### src/shell_pkg.sv
// Shared widths, types and reset constants for the memory shell.
// RAM word index is taken from address bits 9:2, so higher bits alias.
`default_nettype none

package shell_pkg;

  ///////////////////////////////////////////////////
  // Widths
  ///////////////////////////////////////////////////

  localparam int unsigned DATA_W     = 32;
  localparam int unsigned BE_W       = DATA_W / 8;
  localparam int unsigned RAM_WORDS  = 256;
  localparam int unsigned RAM_AW     = $clog2(RAM_WORDS);
  localparam int unsigned KEY_W      = 32;
  localparam int unsigned NONCE_W    = 32;
  localparam int unsigned IRQ_FAST_W = 15;

  ///////////////////////////////////////////////////
  // Types
  ///////////////////////////////////////////////////

  typedef logic [DATA_W-1:0]  word_t;
  typedef logic [31:0]        addr_t;
  typedef logic [BE_W-1:0]    be_t;
  typedef logic [RAM_AW-1:0]  ram_addr_t;
  typedef logic [KEY_W-1:0]   key_t;
  typedef logic [NONCE_W-1:0] nonce_t;

  // Key material in use until the first fresh key arrives
  localparam key_t   KEY_DEFAULT   = 32'h9e37_79b9;
  localparam nonce_t NONCE_DEFAULT = 32'h5a5a_3c3c;

endpackage

`default_nettype wire

### src/mem_arbiter.sv
// Fixed-priority arbiter, data port ahead of instruction fetch.
// Nothing is granted while the scramble key is invalid; requests just wait.
`timescale 1ns/1ns
`default_nettype none

module mem_arbiter (
  input  logic                clk_i,
  input  logic                rst_ni,
  input  logic                key_valid_i,
  // Instruction fetch port
  input  logic                instr_req_i,
  input  shell_pkg::addr_t    instr_addr_i,
  output logic                instr_gnt_o,
  output logic                instr_rvalid_o,
  output shell_pkg::word_t    instr_rdata_o,
  // Data port
  input  logic                data_req_i,
  input  logic                data_we_i,
  input  shell_pkg::be_t      data_be_i,
  input  shell_pkg::addr_t    data_addr_i,
  input  shell_pkg::word_t    data_wdata_i,
  output logic                data_gnt_o,
  output logic                data_rvalid_o,
  output shell_pkg::word_t    data_rdata_o,
  // RAM side
  output logic                ram_req_o,
  output logic                ram_we_o,
  output shell_pkg::be_t      ram_be_o,
  output shell_pkg::ram_addr_t ram_addr_o,
  output shell_pkg::word_t    ram_wdata_o,
  input  shell_pkg::word_t    ram_rdata_i
);

  logic data_gnt;
  logic instr_gnt;
  logic data_rvalid_q;
  logic instr_rvalid_q;

  ///////////////////////////////////////////////////
  // Grant
  ///////////////////////////////////////////////////

  assign data_gnt  = key_valid_i & data_req_i;
  assign instr_gnt = key_valid_i & instr_req_i & ~data_req_i;

  assign data_gnt_o  = data_gnt;
  assign instr_gnt_o = instr_gnt;

  // Fetches are full-word reads
  assign ram_req_o   = data_gnt | instr_gnt;
  assign ram_we_o    = data_gnt & data_we_i;
  assign ram_be_o    = data_gnt ? data_be_i : '1;
  assign ram_addr_o  = data_gnt ? data_addr_i[shell_pkg::RAM_AW+1:2]
                                : instr_addr_i[shell_pkg::RAM_AW+1:2];
  assign ram_wdata_o = data_wdata_i;

  ///////////////////////////////////////////////////
  // Response routing
  ///////////////////////////////////////////////////

  // Owner of last cycle's access gets the response
  always_ff @(posedge clk_i or negedge rst_ni) begin
    if (!rst_ni) begin
      data_rvalid_q  <= 1'b0;
      instr_rvalid_q <= 1'b0;
    end else begin
      data_rvalid_q  <= data_gnt;
      instr_rvalid_q <= instr_gnt;
    end
  end

  assign data_rvalid_o  = data_rvalid_q;
  assign instr_rvalid_o = instr_rvalid_q;

  // RAM output only holds meaning alongside rvalid
  assign data_rdata_o  = ram_rdata_i;
  assign instr_rdata_o = ram_rdata_i;

endmodule

`default_nettype wire

### config.mk
export PLATFORM = sky130hd
export DESIGN_NAME = mem_arbiter
export DESIGN_NICKNAME = d
export VERILOG_FILES = /design/src/shell_pkg.sv /design/src/mem_arbiter.sv
export SDC_FILE = /design/constraint.sdc
export NUM_CORES = 1
export LEC_CHECK = 0
export ABC_AREA = 1
export BUFFER_PORTS_ARGS = -buffer_cell sky130_fd_sc_hd__buf_2
export CAP_MARGIN = 20
export CELL_PAD_IN_SITES_DETAIL_PLACEMENT = 0
export CELL_PAD_IN_SITES_GLOBAL_PLACEMENT = 2
export CORE_UTILIZATION = 10
export CTS_BUF_LIST = sky130_fd_sc_hd__clkbuf_8
export DETAILED_ROUTE_END_ITERATION = 8
export PLACE_DENSITY = 0.95
export RECOVER_POWER = 25
export SLEW_MARGIN = 25
export SYNTH_ARGS = -nofsm -noshare
export SYNTH_HDL_FRONTEND = slang
export SYNTH_SLANG_ARGS = --single-unit
### constraint.sdc
create_clock -name clk_i -period 0.8 [get_ports clk_i]
set_input_delay 0.08 -clock clk_i [delete_from_list [all_inputs] [get_ports clk_i]]
set_output_delay 0.08 -clock clk_i [all_outputs]
set_load 0.02 [all_outputs]
# Yosys cells after proc, flatten, opt, wreduce, memory -nomap -nowiden
# Index checks and enable logic that the tools add are counted.
# op_classes
n_addsub	0
n_mul	0
n_div	0
order_cmp	0
eq_ne	0
n_shift	0
mux	2
bitwise_logic	6
n_reduce_logical	0
# ops
cell	count
$mux W8	1
$and A1 B1 Y1	4
$mux W4	1
$not A1 Y1	1
$or A1 B1 Y1	1
# totals
register_bits	2
latchBits	0
ram_bits	0
mem_bits_ro	0
inputBits	138
output_inout_bits	114
word_cells	10
mem_count	0

# Logic depth before layout (Yosys ltp)
# Gate-level depths: netlist (run 1).
# depth
word_depth	3
depth_mapped	5
mapped_depth_nobuf	3

# Worst setup path after synthesis (run 1)
# OpenSTA, ideal clock, no wires.
# synth_timing
kind	input-to-output
startpoint	input data_req_i
endpoint	output ram_be_o[0]
arrival_time_ns	0.650
required_time_ns	0.720
path_slack_ns	0.070
stages	4
n_path_buf	1
path_cell_list	buf_6 nand2_4 inv_1 nand2_1
# synth_between
elab_chain_cells	2
# synth_lines
element	line_no	text
from (decl)	mem_arbiter.sv:17	input logic data_req_i,
$and A1 B1 Y1	mem_arbiter.sv:43	assign data_gnt = key_valid_i & data_req_i;
via data_gnt_o	mem_arbiter.sv:22	output logic data_gnt_o,
$mux W4	mem_arbiter.sv:52	assign ram_be_o = data_gnt ? data_be_i : '1;
to (decl)	mem_arbiter.sv:28	output shell_pkg::be_t ram_be_o,
# The timed path passes the listed nets, and every way through them passes these cells.

# Worst setup path in the final report (run 1)
# layout_timing
startpoint	register data_rvalid_q (netlist: data_rvalid_o)
endpoint	output data_rvalid_o
# layout_rtl
element	line_no	text
from (decl)	mem_arbiter.sv:36	logic data_rvalid_q;
from (signal assigned)	mem_arbiter.sv:67	data_rvalid_q <= data_gnt;
to (decl)	mem_arbiter.sv:23	output logic data_rvalid_o,
# No word-level cell between the ends.

==> results.yml, run 1 <==
run_status:
  status: "finished clean"
yosys:
  synth_area_leaders: "buf_4, nand2_1, dfrtp_1"
  syn-num-nets: 278
  ys_seq_area_frac: 0.0515
  synthFlopType: "dfrtp_1"
  async_flop_share: 1.00
  yosysWarnings: 0
  yosysTopAreaCell: "buf_4"
  yosysUniqueCellTypes: 9
  yosys-top-cells-count: "buf_4, nand2_1, nand3_1"
  synth_area_um2: 971
  postSynthAreaPerCell_um2: 6.94
  synth_edf_count: 0
  yosysMostFrequentCell: "buf_4"
  synth_cells: 140
  synth_top_area_share: 0.742
  synth_seq_cells: 2
clock_tree:
  htreeDepth: 1
  numCtsBuffers: 3
  clkTransAtPathRegs_ns: 0.03
  cts.sinks: 2
  cts_tree: "done"
  root_buffer: "clkbuf_8"
  post_cts_buffers: 0
  cts_buffer_depth: 2
floorplan:
  initial_core_util: 0.104
  dieArea_um2: 10100
  rows: 35
  ios: 252
  core_um2: 9330
  fp.dieW_um: 101
  die_h_um: 101
worst_setup_path:
  worst-path-max-fanout: 1
  cp_slowest_cell: "dfrtp_1"
  path_buf_inv: 1
  crit_arrival_ns: 0.70
  cp-end-kind: "primary output"
  cp_top_family: "flip-flops"
  crit_path_start_kind: "flip-flop"
  crit_chain: "buf_2"
  cpPeakStageDelay_ns: 0.34
  crit_required_ns: 0.72
  critPathKind: "reg -> out"
timing:
  report.final.slew_viol_count: 0
  relSlewSlack: 0.902
  setup_violations: 0
  finalSetupTns_ns: 0
  fmax_mhz: 1290
  worst_slew_pin_slew_ns: 0.147
  hold_viol: 0
  rsz0062_at_grt: "no"
  min_period_over_period: 0.971
  holdWs_ns: 0.123
  period_minus_slack_ns: 0.777
detailed_routing:
  vias_per_cell: 2.40
  ant_nets: 0
  wirelength_um: 1960
  drt-wirelength-per-cell_um: 8.77
  drc_errors: 0
  first_iter_violations: 10
  drt-pass1-iter-count: 4
  vias: 536
finish:
  instances_no_fill: 223
  fillers: 1100
  nets: 234
  drive_above_1_share: 0.617
  multi_input_area_um2: 160
  regArea_um2: 50.0
  antennaDiodeCount: 0
  syn2layout_area_growth_pct: -20.4
global_route:
  antenna_found_initial: 1
  grt_pass1_wl_um: 2440
  grt_max_degree: 9
  grt_pass1_vias: 510
  grt.total_usage: 0.0337
  grt_overflow: 0
place:
  place_inst: 219
  io_buffers: 43
  gp_congestion: 0.606
  hpwlAfterDp_um: 1730
hold_path:
  min_path_cells: 3
  min_to: "instr_rvalid_o$_DFF_PN0_"
  hp-start: "instr_req_i"
  hp-class: "in -> reg"
pwr:
  cellPowerDensity_nw_per_um2: 1110
  leakage_nw: 0.393
  fin_total_pwr_uw: 855
  vdd_drop_max_uv: 379
run:
  maxCapViolCount: 0
[routing by layer]
metal | routed length, um | vias to the layer above | GRT usage | share of wire
li1 | - | 232 | - | -
met2 | 969 | 53 | 0.0664 | 0.50
met1 | 556 | 220 | 0.0213 | 0.28
met4 | 134 | 2 | 0.0379 | 0.069
met3 | 278 | 29 | 0.0132 | 0.14
met5 | 17 | - | 0 | 0.0087
[registers in the layout, summed over array words and instances, names as in the netlist]
signal          cells
data_rvalid_o       1
instr_rvalid_o      1
[placed cells by master (no fill, tap or decap), drive strengths merged]
cell	netlist	layout
nand2	23	23
clkbuf	0	3
dfrtp	2	2
inv	6	5
nor2	2	2
clkinvlp	0	1
nand3	8	8
dlygate4sd3	0	1
buf	99	49
[power by group]
group          switching (mW)  internal [mW]  total [mW]  leakage [nW]
Combinational           0.189          0.169       0.358         0.345
Sequential           0.000725          0.106       0.107        0.0263
Clock                  0.0721          0.318       0.390        0.0216
Total                   0.262          0.593       0.855         0.393
[worst max path at each step]
stage | from | to | slack (ns) | cells after the start
after floorplan | data_req_i | ram_be_o[0] | 0.07 | 4
final | data_rvalid_o$_DFF_PN0_ | data_rvalid_o | 0.02 | 1
after global routing | key_valid_i | ram_be_o[0] | 0.003 | 5
after detailed placement | key_valid_i | ram_addr_o[3] | -0.07 | 6
after CTS | data_req_i | ram_addr_o[3] | -0.01 | 6
after global placement | key_valid_i | ram_addr_o[3] | -0.06 | 6
[stage by stage]
stage | instance area [um^2] | utilization | worst slack, ns
floorplan | 971 | - | 0.0705
global placement | 638 | 0.0684 | -0.0581
detailed placement | 638 | 0.0684 | -0.0708
CTS | 734 | 0.0787 | -0.0116
global route | 773 | 0.0829 | 0.00328
finish | 773 | 0.0829 | 0.0234
[cell type report]
cell class              count  area share
repair buffers             50       0.432
well taps                 129       0.209
multi-input cells          33       0.207
flip-flops and latches      2      0.0647
clock buffers               3      0.0534
inverters                   6      0.0340
[cells by family (layout without fill, tap and decap cells)]
| logic type | Yosys count | count (layout) | synth area share |
|---|---|---|---|
| simple gates | 33 | 33 | 0.148 |
| buf+inv | 105 | 59 | 0.800 |
| flops | 2 | 2 | 0.0515 |
[timing repair]
action / in CTS / in global routing
hold endpoints to repair: 2 / 0
setup endpoints to repair: 14 / 11
resized for setup: 16 / 10
hold buffers: 1 / 0
pin swaps: 0 / 2
No activity file was read; power rests on OpenSTA's default activity.
==> inputs of run 2 (changes only) <==
--- a/config.mk
+++ b/config.mk
@@ -5,7 +5,7 @@
 export SDC_FILE = /design/constraint.sdc
 export NUM_CORES = 1
 export LEC_CHECK = 0
-export ABC_AREA = 1
+export ABC_AREA = 0
 export BUFFER_PORTS_ARGS = -buffer_cell sky130_fd_sc_hd__buf_2
 export CAP_MARGIN = 20
 export CELL_PAD_IN_SITES_DETAIL_PLACEMENT = 0
==> run 2 against run 1 <==
  * The flow now finishes with violations (negative setup slack)
  * Total power increased by 0.17%
  * Worst setup slack got worse by 0.061 ns
  * Utilization shrank 0.14 points
  * Worst hold slack got worse by 0.021 ns
  * Final cell count down 19%
  * Count of clock-buffer cells in the layout did not move
  * Critical path depth increased by 3
  * Non-clock buffer count decreased by 5
  * Die area down 2.3%
  * Via count shrank 17%
  * Global-route usage shrank 0.39 points
  * Critical path type is now in -> out
  * Largest power group unchanged
==> results.yml, run 2 <==
detailed_routing:
  drt-wirelength-per-cell_um: 9.78
  first_iter_violations: 9
  vias: 446
  wirelength_um: 1760
  drt-pass1-iter-count: 4
  vias_per_cell: 2.48
  ant_nets: 0
  drc_errors: 0
yosys:
  muxShareOfSynthArea: 0.115
  synth-compound-area-share: 0.00792
  yosys-top-cells-count: "buf_4, mux2_4, or2_2"
  ys_seq_area_frac: 0.0528
  yosysUniqueCellTypes: 12
  synth_top_area_share: 0.760
  synth_area_leaders: "buf_4, mux2_4, dfrtp_1"
  synth_edf_count: 0
  synth_cells: 117
  synth_seq_cells: 2
  syn-num-nets: 255
  synth_simple_gate_area_frac: 0.0488
  yosysWarnings: 0
  synthAdderAreaFrac: 0
  synth_xor_area_frac: 0
  yosysTopAreaCell: "buf_4"
  synth_top_family_by_area: "buffers and inverters"
  synthFlopType: "dfrtp_1"
  yosysMostFrequentCell: "buf_4"
  postSynthAreaPerCell_um2: 8.11
  synth_area_um2: 948
  async_flop_share: 1.00
pwr:
  vdd_drop_max_uv: 406
  fin_total_pwr_uw: 857
  leakage_nw: 0.366
  cellPowerDensity_nw_per_um2: 1140
global_route:
  grt_pass1_wl_um: 2190
  grt_overflow: 0
  grt_max_degree: 8
  grt.total_usage: 0.0298
  antenna_found_initial: 0
  grt_pass1_vias: 508
finish:
  final_util: 0.0815
  fin_area_um2: 749
  antennaDiodeCount: 0
  syn2layout_area_growth_pct: -21.0
  drive_above_1_share: 0.899
  instances_no_fill: 180
  final_common_cell: "buf_2"
  nets: 209
  final_cell_mix: "buf_2, buf_6, mux2_4"
worst_setup_path:
  crit_arrival_ns: 0.76
  cp-startpoint: "key_valid_i"
  worst-path-max-fanout: 7
  critPathKind: "in -> out"
  path_buf_inv: 2
  crit_required_ns: 0.72
  cpPeakStageDelay_ns: 0.32
  crit_path_start_kind: "input pin"
  crit_chain: "buf_12 > nand2_8 > mux2_4 > buf_6"
  cp_slowest_cell: "mux2_4"
  cp_top_family: "multiplexers"
  cp-end-kind: "primary output"
place:
  io_buffers: 43
  place_area_um2: 571
  place_inst: 174
  hpwlAfterDp_um: 1270
  dp_slack_ns: -0.306
  gp_congestion: 0.419
timing:
  period_minus_slack_ns: 0.838
  setup_violations: 8
  fmax_mhz: 1190
  fin_ws_ns: -0.0377
  worst_slew_pin_slew_ns: 0.185
  finalSetupTns_ns: -0.245
  rsz0062_at_grt: "yes"
  min_period_over_period: 1.05
  report.final.slew_viol_count: 0
  hold_viol: 0
  holdWs_ns: 0.103
  relSlewSlack: 0.876
hold_path:
  hp-start: "data_req_i"
  hp-class: "in -> reg"
clock_tree:
  cts_tree: "done"
  numCtsBuffers: 3
  htreeDepth: 1
  cts.sinks: 2
  root_buffer: "clkbuf_8"
  cts_buffer_depth: 2
  clkTransAtPathRegs_ns: 0.03
run:
  maxCapViolCount: 0
floorplan:
  ios: 252
  rows: 35
  initial_core_util: 0.103
  fp.dieW_um: 99.4
  dieArea_um2: 9880
  core_um2: 9200
  die_h_um: 99.4
run_status:
  violations: "negative setup slack"
  status: "complete, but fails checks"
-- run 2: cell count changes after synthesis, sizes merged, moves of 2 or more --
cell   previous run  this run
buf              99        97
nand3             8         0
or2               0         4
inv               6         1
mux2              0         8
nand2            23         2
-- run 2: per-layer routing --
layer  up-vias  part of all wire  wire length, um  track usage
li1        169                 -                -            -
met4         0              0.13              230       0.0554
met1       183              0.18              320      0.00846
met3        41              0.18              321       0.0112
met2        53              0.50              888       0.0620
met5         -                 0                0            0
-- run 2: what timing repair did --
item                                    4_1_cts  5_1_grt
hold buffers                                  1        0
pin swaps                                     1        0
gates cloned                                  1        0
buffers inserted                              1        0
endpoints found under the setup margin       13       10
resized for setup                            26        5
endpoints found under the hold margin         2        0
-- run 2: logic make-up (layout without fill, tap and decap cells) --
group | Yosys count | after routing
AO/OA/AOI/OAI | 1 | 1
flip-flops | 2 | 2
AND/OR/NAND/NOR | 8 | 9
buffers and inverters | 98 | 49
multiplexers | 8 | 8
-- run 2: final cells by class --
type,count,area (um^2)
Fill cell,1069,8450
Tap cell,111,139
Clock buffer,3,41.3
Inverter,1,3.75
Sequential cell,2,50.0
Multi-Input combinational cell,18,199
Timing Repair Buffer,45,317
-- run 2: path summary, 6_finish.rpt --
kind | to | slack (ns) | cells after the start
worst max-delay path | ram_addr_o[0] | -0.04 | 4
worst min-delay path | instr_rvalid_o$_DFF_PN0_ | 0.10 | 2
max in group asynchronous | data_rvalid_o$_DFF_PN0_ | 0.48 | 2
min in group asynchronous | instr_rvalid_o$_DFF_PN0_ | 0.22 | 2
-- run 2: power by group --
part | internal (mW) | switching, mW
clock network | 0.317 | 0.0706
registers | 0.107 | 0.00170
logic | 0.200 | 0.161
total | 0.624 | 0.233
