==> src/shell_pkg.sv <==
// Shared widths, types and reset constants for the memory shell.
// RAM word index is taken from address bits 9:2, so higher bits alias.
`default_nettype none

package shell_pkg;

  ///////////////////////////////////////////////////
  // Widths
  ///////////////////////////////////////////////////

  localparam int unsigned DATA_W     = 32;
  localparam int unsigned BE_W       = DATA_W / 8;
  localparam int unsigned RAM_WORDS  = 256;
  localparam int unsigned RAM_AW     = $clog2(RAM_WORDS);
  localparam int unsigned KEY_W      = 32;
  localparam int unsigned NONCE_W    = 32;
  localparam int unsigned IRQ_FAST_W = 15;

  ///////////////////////////////////////////////////
  // Types
  ///////////////////////////////////////////////////

  typedef logic [DATA_W-1:0]  word_t;
  typedef logic [31:0]        addr_t;
  typedef logic [BE_W-1:0]    be_t;
  typedef logic [RAM_AW-1:0]  ram_addr_t;
  typedef logic [KEY_W-1:0]   key_t;
  typedef logic [NONCE_W-1:0] nonce_t;

  // Key material in use until the first fresh key arrives
  localparam key_t   KEY_DEFAULT   = 32'h9e37_79b9;
  localparam nonce_t NONCE_DEFAULT = 32'h5a5a_3c3c;

endpackage

`default_nettype wire

==> src/scr_key_mgr.sv <==
// Scramble key request/valid handling.
// Request rises after an invalidate pulse and holds until a fresh key shows.
// Key and nonce are captured whenever scramble_key_valid_i is high.
`timescale 1ns/1ns
`default_nettype none

module scr_key_mgr (
  input  logic              clk_i,
  input  logic              rst_ni,
  input  logic              inval_i,
  input  logic              scramble_key_valid_i,
  input  shell_pkg::key_t   scramble_key_i,
  input  shell_pkg::nonce_t scramble_nonce_i,
  output logic              scramble_req_o,
  output logic              key_valid_o,
  output shell_pkg::key_t   key_o,
  output shell_pkg::nonce_t nonce_o
);

  shell_pkg::key_t   key_q;
  shell_pkg::nonce_t nonce_q;
  logic              key_valid_d, key_valid_q;
  logic              req_d, req_q;

  // Key material
  always_ff @(posedge clk_i or negedge rst_ni) begin
    if (!rst_ni) begin
      key_q   <= shell_pkg::KEY_DEFAULT;
      nonce_q <= shell_pkg::NONCE_DEFAULT;
    end else if (scramble_key_valid_i) begin
      key_q   <= scramble_key_i;
      nonce_q <= scramble_nonce_i;
    end
  end

  ///////////////////////////////////////////////////
  // Request and valid state
  ///////////////////////////////////////////////////

  assign req_d       = req_q ? ~scramble_key_valid_i : inval_i;
  assign key_valid_d = req_q   ? scramble_key_valid_i :
                       inval_i ? 1'b0                 :
                                 key_valid_q;

  always_ff @(posedge clk_i or negedge rst_ni) begin
    if (!rst_ni) begin
      req_q       <= 1'b0;
      key_valid_q <= 1'b1;
    end else begin
      req_q       <= req_d;
      key_valid_q <= key_valid_d;
    end
  end

  assign scramble_req_o = req_q;
  assign key_valid_o    = key_valid_q;
  assign key_o          = key_q;
  assign nonce_o        = nonce_q;

endmodule

`default_nettype wire

==> config.mk <==
export PLATFORM = sky130hd
export DESIGN_NAME = scr_key_mgr
export DESIGN_NICKNAME = d
export VERILOG_FILES = /design/src/shell_pkg.sv /design/src/scr_key_mgr.sv
export SDC_FILE = /design/constraint.sdc
export NUM_CORES = 1
export LEC_CHECK = 0
export ABC_AREA = 1
export BUFFER_PORTS_ARGS = -buffer_cell sky130_fd_sc_hd__buf_2
export CORE_MARGIN = 2
export CORE_UTILIZATION = 46
export CTS_CLUSTER_SIZE = 8
export DETAILED_ROUTE_END_ITERATION = 12
export GPL_ROUTABILITY_DRIVEN = 0
export PLACE_DENSITY = 0.9
export SYNTH_ARGS = -nofsm -noshare
export SYNTH_HDL_FRONTEND = slang
export SYNTH_SLANG_ARGS = --single-unit
==> constraint.sdc <==
create_clock -name clk_i -period 1.01 [get_ports clk_i]
set_input_delay 0.202 -clock clk_i [delete_from_list [all_inputs] [get_ports clk_i]]
set_output_delay 0.202 -clock clk_i [all_outputs]
set_load 0.005 [all_outputs]
# Word level (Yosys, flattened, before mapping)
# Cells that the tools add are included.
# totals
word_cells	9
input_bits	68
reg_bits	66
# op_classes
n_mux	3
n_reduce_logical	1
bitwise	1
# ops
cell	n
$mux W1	3
$reduce_bool A2 Y1	1
$not A1 Y1	1

# Logic depth before layout (Yosys ltp)
# Gate-level depths: netlist of run 1.
# depth
word_depth	2
mapped_depth	4

# Least setup slack after synthesis of run 1
# OpenSTA, ideal clock, no wires.
# synth_path
path_kind	flip-flop to flip-flop
start	register, netlist name key_o[27]
end	register key_q[27], in the netlist key_o[27]
setup_ns	0.079
stages_incl_launch_ff	3
required_time_ns	0.931
arrival_ns	0.666
slack_ns	0.266
period_less_slack_ns	0.744
cell_sequence	dfstp_2 > inv_1 > o21ai_0
# synth_rtl
item	line_no	source
end signal, assigned	scr_key_mgr.sv:28	key_q <= shell_pkg::KEY_DEFAULT;
end signal, assigned	scr_key_mgr.sv:31	key_q <= scramble_key_i;
end, declared	scr_key_mgr.sv:20	shell_pkg::key_t key_q;

# Worst setup path in the final report of run 1
# layout_path
start	register nonce_q[28], in the netlist nonce_o[28]
end	output nonce_o[28]
# layout_rtl
item	line_no	source
start, declared	scr_key_mgr.sv:21	shell_pkg::nonce_t nonce_q;
start signal, assigned	scr_key_mgr.sv:29	nonce_q <= shell_pkg::NONCE_DEFAULT;
start signal, assigned	scr_key_mgr.sv:32	nonce_q <= scramble_nonce_i;
end, declared	scr_key_mgr.sv:17	output shell_pkg::nonce_t nonce_o
# No word-level cell between the ends.

==> flow_summary.yaml, run 1 <==
run_status:
  status: "complete, but fails checks"
  violations: "setup timing"
route:
  drt-total-wl_um: 6130
  vias: 2265
  postRouteAntennaNets: 0
  routed_via_density: 4.43
  drtIter0Drc: 53
  wire_per_inst_um: 12.0
  drc: 0
  dr.pass1.iters: 4
timing:
  fmax_ghz: 0.852
  max_slew_margin: 0.767
  tightest_slew_ns: 0.349
  fin_setup_tns_ns: -5.96
  drv_slew: 0
  clock_skew_ns: 0.0000281
  period_share: 1.16
  rsz0062_at_grt: "true"
  finalSetupViolations: 66
  hold_viol: 0
  period_needed_ns: 1.17
  setup_slack_ns: -0.164
finish:
  seq_area_um2: 1700
  layoutNonFillerInstCount: 511
  multi_input_area_um2: 801
  area_growth_pct: 36.7
  fin_util: 0.659
  drive_gt1_frac: 0.606
  diodes: 0
  fill_cells: 465
  fin_nets: 499
worst_setup_path:
  crit_fanout: 2
  cp_cell_sequence: "buf_2"
  reg2reg_depth: 4
  crit_path_start_kind: "register"
  r2r_start: "key_o[30]$_DFFE_PN0P_"
  reg2reg_slack_ns: 0.16
  cp.arrival_ns: 0.97
  crit_path_max_incr_delay_ns: 0.54
  critPathBufInv: 1
  r2r-end: "key_o[30]$_DFFE_PN0P_"
  required_ns: 0.81
  cpLargestDelayFamily: "flip-flops"
  crit_path_top_delay_cell: "dfstp_2"
  timing_worst_setup_path_type: "reg -> out"
  endpoint_kind: "output pin"
place:
  dp_hpwl_um: 4260
  portBuffers: 133
  dp.cells: 479
pwr:
  finalPower_w: 0.00609
  p_int_w: 0.00450
  p_leak_nw: 2.13
  irDropWorstVdd_mv: 0.819
  combPwrFrac: 0.181
  power.switching_w: 0.00159
  swShare: 0.261
  power_density_nw_per_um2: 1540
  power.share.clock: 0.305
  seqPwrFrac: 0.513
global_route:
  grt_max_degree: 67
  grt_pass1_vias: 2263
  grt_overflow: 0
  grt_util_all_layers: 0.179
  antenna_found_initial: 0
  grt_pass1_wl_um: 9990
floorplan:
  row_count: 28
  initial_utilization: 0.482
  fp.dieArea_um2: 6930
  ios: 134
  die_w_um: 83.3
  die_h_um: 83.3
  coreArea_um2: 5990
yosys:
  yosysTopAreaCellShare: 0.336
  synth_area_per_cell_um2: 10.4
  ys_types: 10
  syn_inst: 278
  ys_ff_latch: 66
  synth.area.top_cells: "dfstp_2 (34%), dfrtp_1 (25%), o21ai_2 (18%)"
  syn_nets: 346
  synth_area_leader_cell: "dfstp_2"
  synthesis.area_um2: 2890
  ys.warnings.count: 0
  yosysSeqAreaShare: 0.587
cts:
  clock_latency_ns: 0.32
  cts_root_buf: "clkbuf_8"
  cts-buffers-inserted: 9
  clockBufferDepth: 2
  cts_tree: "built"
  htree_levels: 3
  path_clk_slew_ns: 0.07
  cts_sinks: 66
run:
  max_cap_viol_count: 0
hold_path:
  min_path_type: "in -> reg"
  hold_path_startpoint: "scramble_nonce_i[27]"
  whs_path_depth: 3
  whs_endpoint: "nonce_o[27]$_DFFE_PN1P_"
==> power by group through the flow <==
stage	Sequential (W)	Clock [W]	Combinational [W]
3_3_place_gp	0.00315	0	0.000965
3_5_place_dp	0.00315	0	0.00100
2_1_floorplan	0.00318	0	0.000482
6_report	0.00313	0.00186	0.00110
4_1_cts	0.00312	0.00192	0.00106
5_1_grt	0.00315	0.00203	0.00123
==> Yosys cell counts <==
cell and n:
nand2_1 67, inv_1 65, o21ai_2 59, dfstp_2 37, dfrtp_1 29, buf_6 12, o21ai_0 5, nor2_1 2
buf_2 1, buf_4 1
==> stage by stage <==
step	hold WS [ns]	instance area [um^2]	setup WS (ns)
5_1_grt	0.0731	3950	-0.202
2_1_floorplan	-0.0936	2890	0.266
4_1_cts	0.0610	3860	-0.182
3_5_place_dp	0.246	3610	0.123
3_3_place_gp	0.243	3610	0.131
6_report	0.0802	3950	-0.164
==> cell usage in the layout, fill, tap and decap left out <==
cell type,n
clkbuf_8,10
clkbuf_1,3
clkinv_2,3
buf_2,123
buf_12,4
inv_1,65
o21ai_0,5
o21ai_2,59
dfrtp_1,29
dlygate4sd3_1,1
buf_6,9
nand2_1,67
nor2_1,2
buf_4,19
dfstp_2,37
==> cell families after synthesis <==
| group | Yosys count | share of synthesized area |
|---|---|---|
| AO/OA/AOI/OAI | 64 | 0.187 |
| buffers and inverters | 79 | 0.135 |
| flip-flops | 66 | 0.587 |
| AND/OR/NAND/NOR | 69 | 0.0896 |
==> layer usage <==
metal / part of all wire / wire length [um] / up-vias / GRT usage
met3: 0.069 / 425 / 13 / 0.0457
met5: 0 / 0 / - / 0
li1: - / - / 1153 / -
met2: 0.49 / 3000 / 86 / 0.307
met4: 0.021 / 127 / 0 / 0.0820
met1: 0.42 / 2580 / 1013 / 0.211
==> sequential cells by signal, summed over array words and instances (netlist names) <==
signal,flops
key_valid_o,1
key_o,32
scramble_req_o,1
nonce_o,32
==> area by class of cell <==
cell class	instances	share of cell area
clock inverter	3	0.00380
inverter	65	0.0618
multi-input combinational	133	0.203
tap	75	0.0238
clock buffer	13	0.0377
sequential	66	0.430
timing repair buffer	156	0.240
==> timing repair <==
action,in CTS,in global routing
endpoints found under the hold margin,29,0
hold buffers,1,0
setup buffers,8,7
resized for setup,3,6
setup endpoints to repair,66,66
==> worst max path at each step <==
| stage | startpoint | endpoint | slack [ns] | depth (start not counted) |
|---|---|---|---|---|
| 6_report | nonce_o[28]$_DFFE_PN1P_ | nonce_o[28] | -0.16 | 1 |
| 5_1_grt | nonce_o[28]$_DFFE_PN1P_ | nonce_o[28] | -0.20 | 1 |
| 4_1_cts | key_o[26]$_DFFE_PN1P_ | key_o[26] | -0.18 | 1 |
| 3_5_place_dp | scramble_key_valid_i | nonce_o[0]$_DFFE_PN0P_ | 0.12 | 3 |
| 3_3_place_gp | scramble_key_valid_i | scramble_req_o$_DFF_PN0_ | 0.13 | 5 |
| 2_1_floorplan | key_o[27]$_DFFE_PN1P_ | key_o[27]$_DFFE_PN1P_ | 0.27 | 2 |
(Power assumes the default switching activity.)
==> run 2, diff against run 1 <==
ABC_AREA = not set   (was 1)
CORE_UTILIZATION = 45   (was 46)
PLACE_DENSITY = 0.82   (was 0.9)
SLEW_MARGIN = 0   (was not set)
==> run 2 against run 1 <==
  * The run still ends with setup timing left
  * Worst setup slack lost 0.0041 ns
  * Via count shrank 19%
  * Highest routed layer unchanged
  * Sequential share of layout area shrank 0.84 points
  * Synthesized area down 8.2%
  * Utilization up 5.9 points
  * Flip-flop and latch count unchanged
  * Global-route usage up 0.98 points
  * Critical path type unchanged
  * Wire length is 0.42% lower
  * Combinational power increased by 18%
  * Clock skew about the same
  * Count of clock-buffer cells in the layout increased by 1
==> flow_summary.yaml, run 2 <==
run_status:
  status: "complete, but fails checks"
  violations: "setup timing"
finish:
  fill_cells: 371
  area_growth_pct: 51.8
  drive_gt1_frac: 0.889
  fin_nets: 386
  final_common_cell: "buf_2"
  final_cell_area_um2: 4030
  layout_common_cells: "buf_2 (111), mux2_4 (38), dfstp_2 (37), buf_4 (36), dfrtp_1 (29)"
  diodes: 0
timing:
  hold_viol: 0
  whs_ns: 0.100
  period_needed_ns: 1.18
  setup_slack_ns: -0.168
  rsz0062_at_grt: "true"
  clock_skew_ns: 0.000101
  drv_slew: 0
  tightest_slew_ns: 0.357
  max_slew_margin: 0.762
  fin_setup_tns_ns: -6.16
  fmax_ghz: 0.849
  finalSetupViolations: 67
  period_share: 1.17
worst_setup_path:
  cp.arrival_ns: 0.98
  crit_path_max_incr_delay_ns: 0.54
  reg2reg_depth: 3
  endpoint_kind: "output pin"
  required_ns: 0.81
  critPathLaunch: "nonce_o[22]$_DFFE_PN1P_"
  cpLargestDelayFamily: "flip-flops"
  timing_worst_setup_path_type: "reg -> out"
  cp_cell_sequence: "buf_2"
  crit_path_top_delay_cell: "dfstp_2"
  r2r-end: "key_o[9]$_DFFE_PN0P_"
  crit_fanout: 2
  crit_path_start_kind: "register"
  reg2reg_slack_ns: -0.01
  worst_setup_path_endpoint: "nonce_o[22]"
  crit_cells: 1
  r2r_start: "key_o[9]$_DFFE_PN0P_"
  critPathBufInv: 1
floorplan:
  initial_utilization: 0.473
  coreArea_um2: 5610
  ios: 134
  row_count: 27
  die_w_um: 80.8
  fp.dieArea_um2: 6530
  die_h_um: 80.8
yosys:
  ys_types: 10
  ys.flop_type: "dfstp_2"
  synth-edff-count: 0
  synth_most_common_cell: "mux2_4"
  synthesis.area_um2: 2650
  synth.area.top_cells: "dfstp_2 (37%), dfrtp_1 (27%), mux2_4 (21%)"
  synth_area_leader_cell: "dfstp_2"
  synth_area_per_cell_um2: 18.8
  synth_common_cells: "mux2_4 (38), dfstp_2 (37), dfrtp_1 (29), mux2_2 (26), buf_6 (5)"
  ys_ff_latch: 66
  syn_nets: 209
  async_reset_ff_frac: 1.00
  syn_inst: 141
  ys.warnings.count: 0
  yosysSeqAreaShare: 0.640
  yosysTopAreaCellShare: 0.366
pwr:
  irDropWorstVdd_mv: 1.09
  finalPower_w: 0.00674
  p_leak_nw: 2.04
  power_density_nw_per_um2: 1670
cts:
  htree_levels: 3
  path_clk_slew_ns: 0.07
  clockBufferDepth: 2
  cts-buffers-inserted: 9
  cts_tree: "built"
  cts_root_buf: "clkbuf_8"
  cts_sinks: 66
  clock_latency_ns: 0.32
route:
  routed_via_density: 4.64
  postRouteAntennaNets: 0
  vias: 1833
  drc: 0
  wire_per_inst_um: 15.5
  drtIter0Drc: 54
  dr.pass1.iters: 4
  drt-total-wl_um: 6110
hold_path:
  hold_path_startpoint: "scramble_nonce_i[26]"
  min_path_type: "in -> reg"
global_route:
  grt_pass1_wl_um: 9190
  antenna_found_initial: 0
  grt_overflow: 0
  grt_util_all_layers: 0.189
  grt_max_degree: 38
  grt_pass1_vias: 1944
run:
  max_cap_viol_count: 0
place:
  dp_hpwl_um: 4000
  place_area_um2: 3440
  portBuffers: 133
[run 2: cell types whose count changed in the layout (fill, tap and decap cells not counted), sizes merged, moves of 2 or more]
cell	previous run	this run
clkinv	3	1
inv	65	1
mux2	0	64
o21ai	64	0
buf	155	172
nand2	67	0
[run 2: through the flow]
step,util,setup slack [ns],std cells
6_report,0.718,-0.168,395
3_3_place_gp,0.613,-0.0135,346
5_1_grt,0.718,-0.199,395
4_1_cts,0.687,-0.182,385
2_1_floorplan,-,0.0985,141
3_5_place_dp,0.613,-0.0267,346
[run 2: metal layers]
metal	routed length (um)	GRT usage	vias up
li1	-	-	847
met1	2440	0.235	876
met2	2950	0.294	104
met3	646	0.0744	6
met4	69	0.0814	0
met5	0	0	-
[run 2: worst min path at each step]
stage	cells after the start	to	slack (ns)
6_report	2	nonce_o[26]$_DFFE_PN0P_	0.10
5_1_grt	2	key_o[22]$_DFFE_PN0P_	0.08
4_1_cts	2	key_o[6]$_DFFE_PN0P_	0.08
3_5_place_dp	2	nonce_o[0]$_DFFE_PN0P_	0.20
3_3_place_gp	2	nonce_o[0]$_DFFE_PN0P_	0.18
2_1_floorplan	0	key_o[10]$_DFFE_PN0P_	-0.09
[run 2: kinds of logic after synthesis]
family	after synthesis	share of synthesized area
AOI/OAI and AO/OA	1	0.00330
buffers and inverters	8	0.0264
and+or+nand+nor	1	0.00141
DFF	66	0.640
muxes	65	0.329
[run 2: layout make-up]
type / instances / area [um^2] / area share
Tap cell: 72 / 90.1 / 0.0224
Sequential cell: 66 / 1700 / 0.421
Inverter: 1 / 3.75 / 0.000932
Clock buffer: 14 / 173 / 0.0429
Timing Repair Buffer: 173 / 1140 / 0.284
Clock inverter: 2 / 35.0 / 0.00870
Multi-Input combinational cell: 67 / 886 / 0.220
[run 2: timing repair]
action,4_1_cts,5_1_grt
setup endpoints to repair,66,66
gates resized for setup,5,17
buffers inserted,22,10
hold buffers,1,0
hold endpoints to repair,29,0
[run 2: power breakdown]
part | internal [W] | leakage, nW | switching, W | total (W)
clock | 0.00134 | 0.107 | 0.000926 | 0.00227
combinational | 0.000870 | 1.21 | 0.000425 | 0.00130
sequential | 0.00302 | 0.728 | 0.000154 | 0.00318
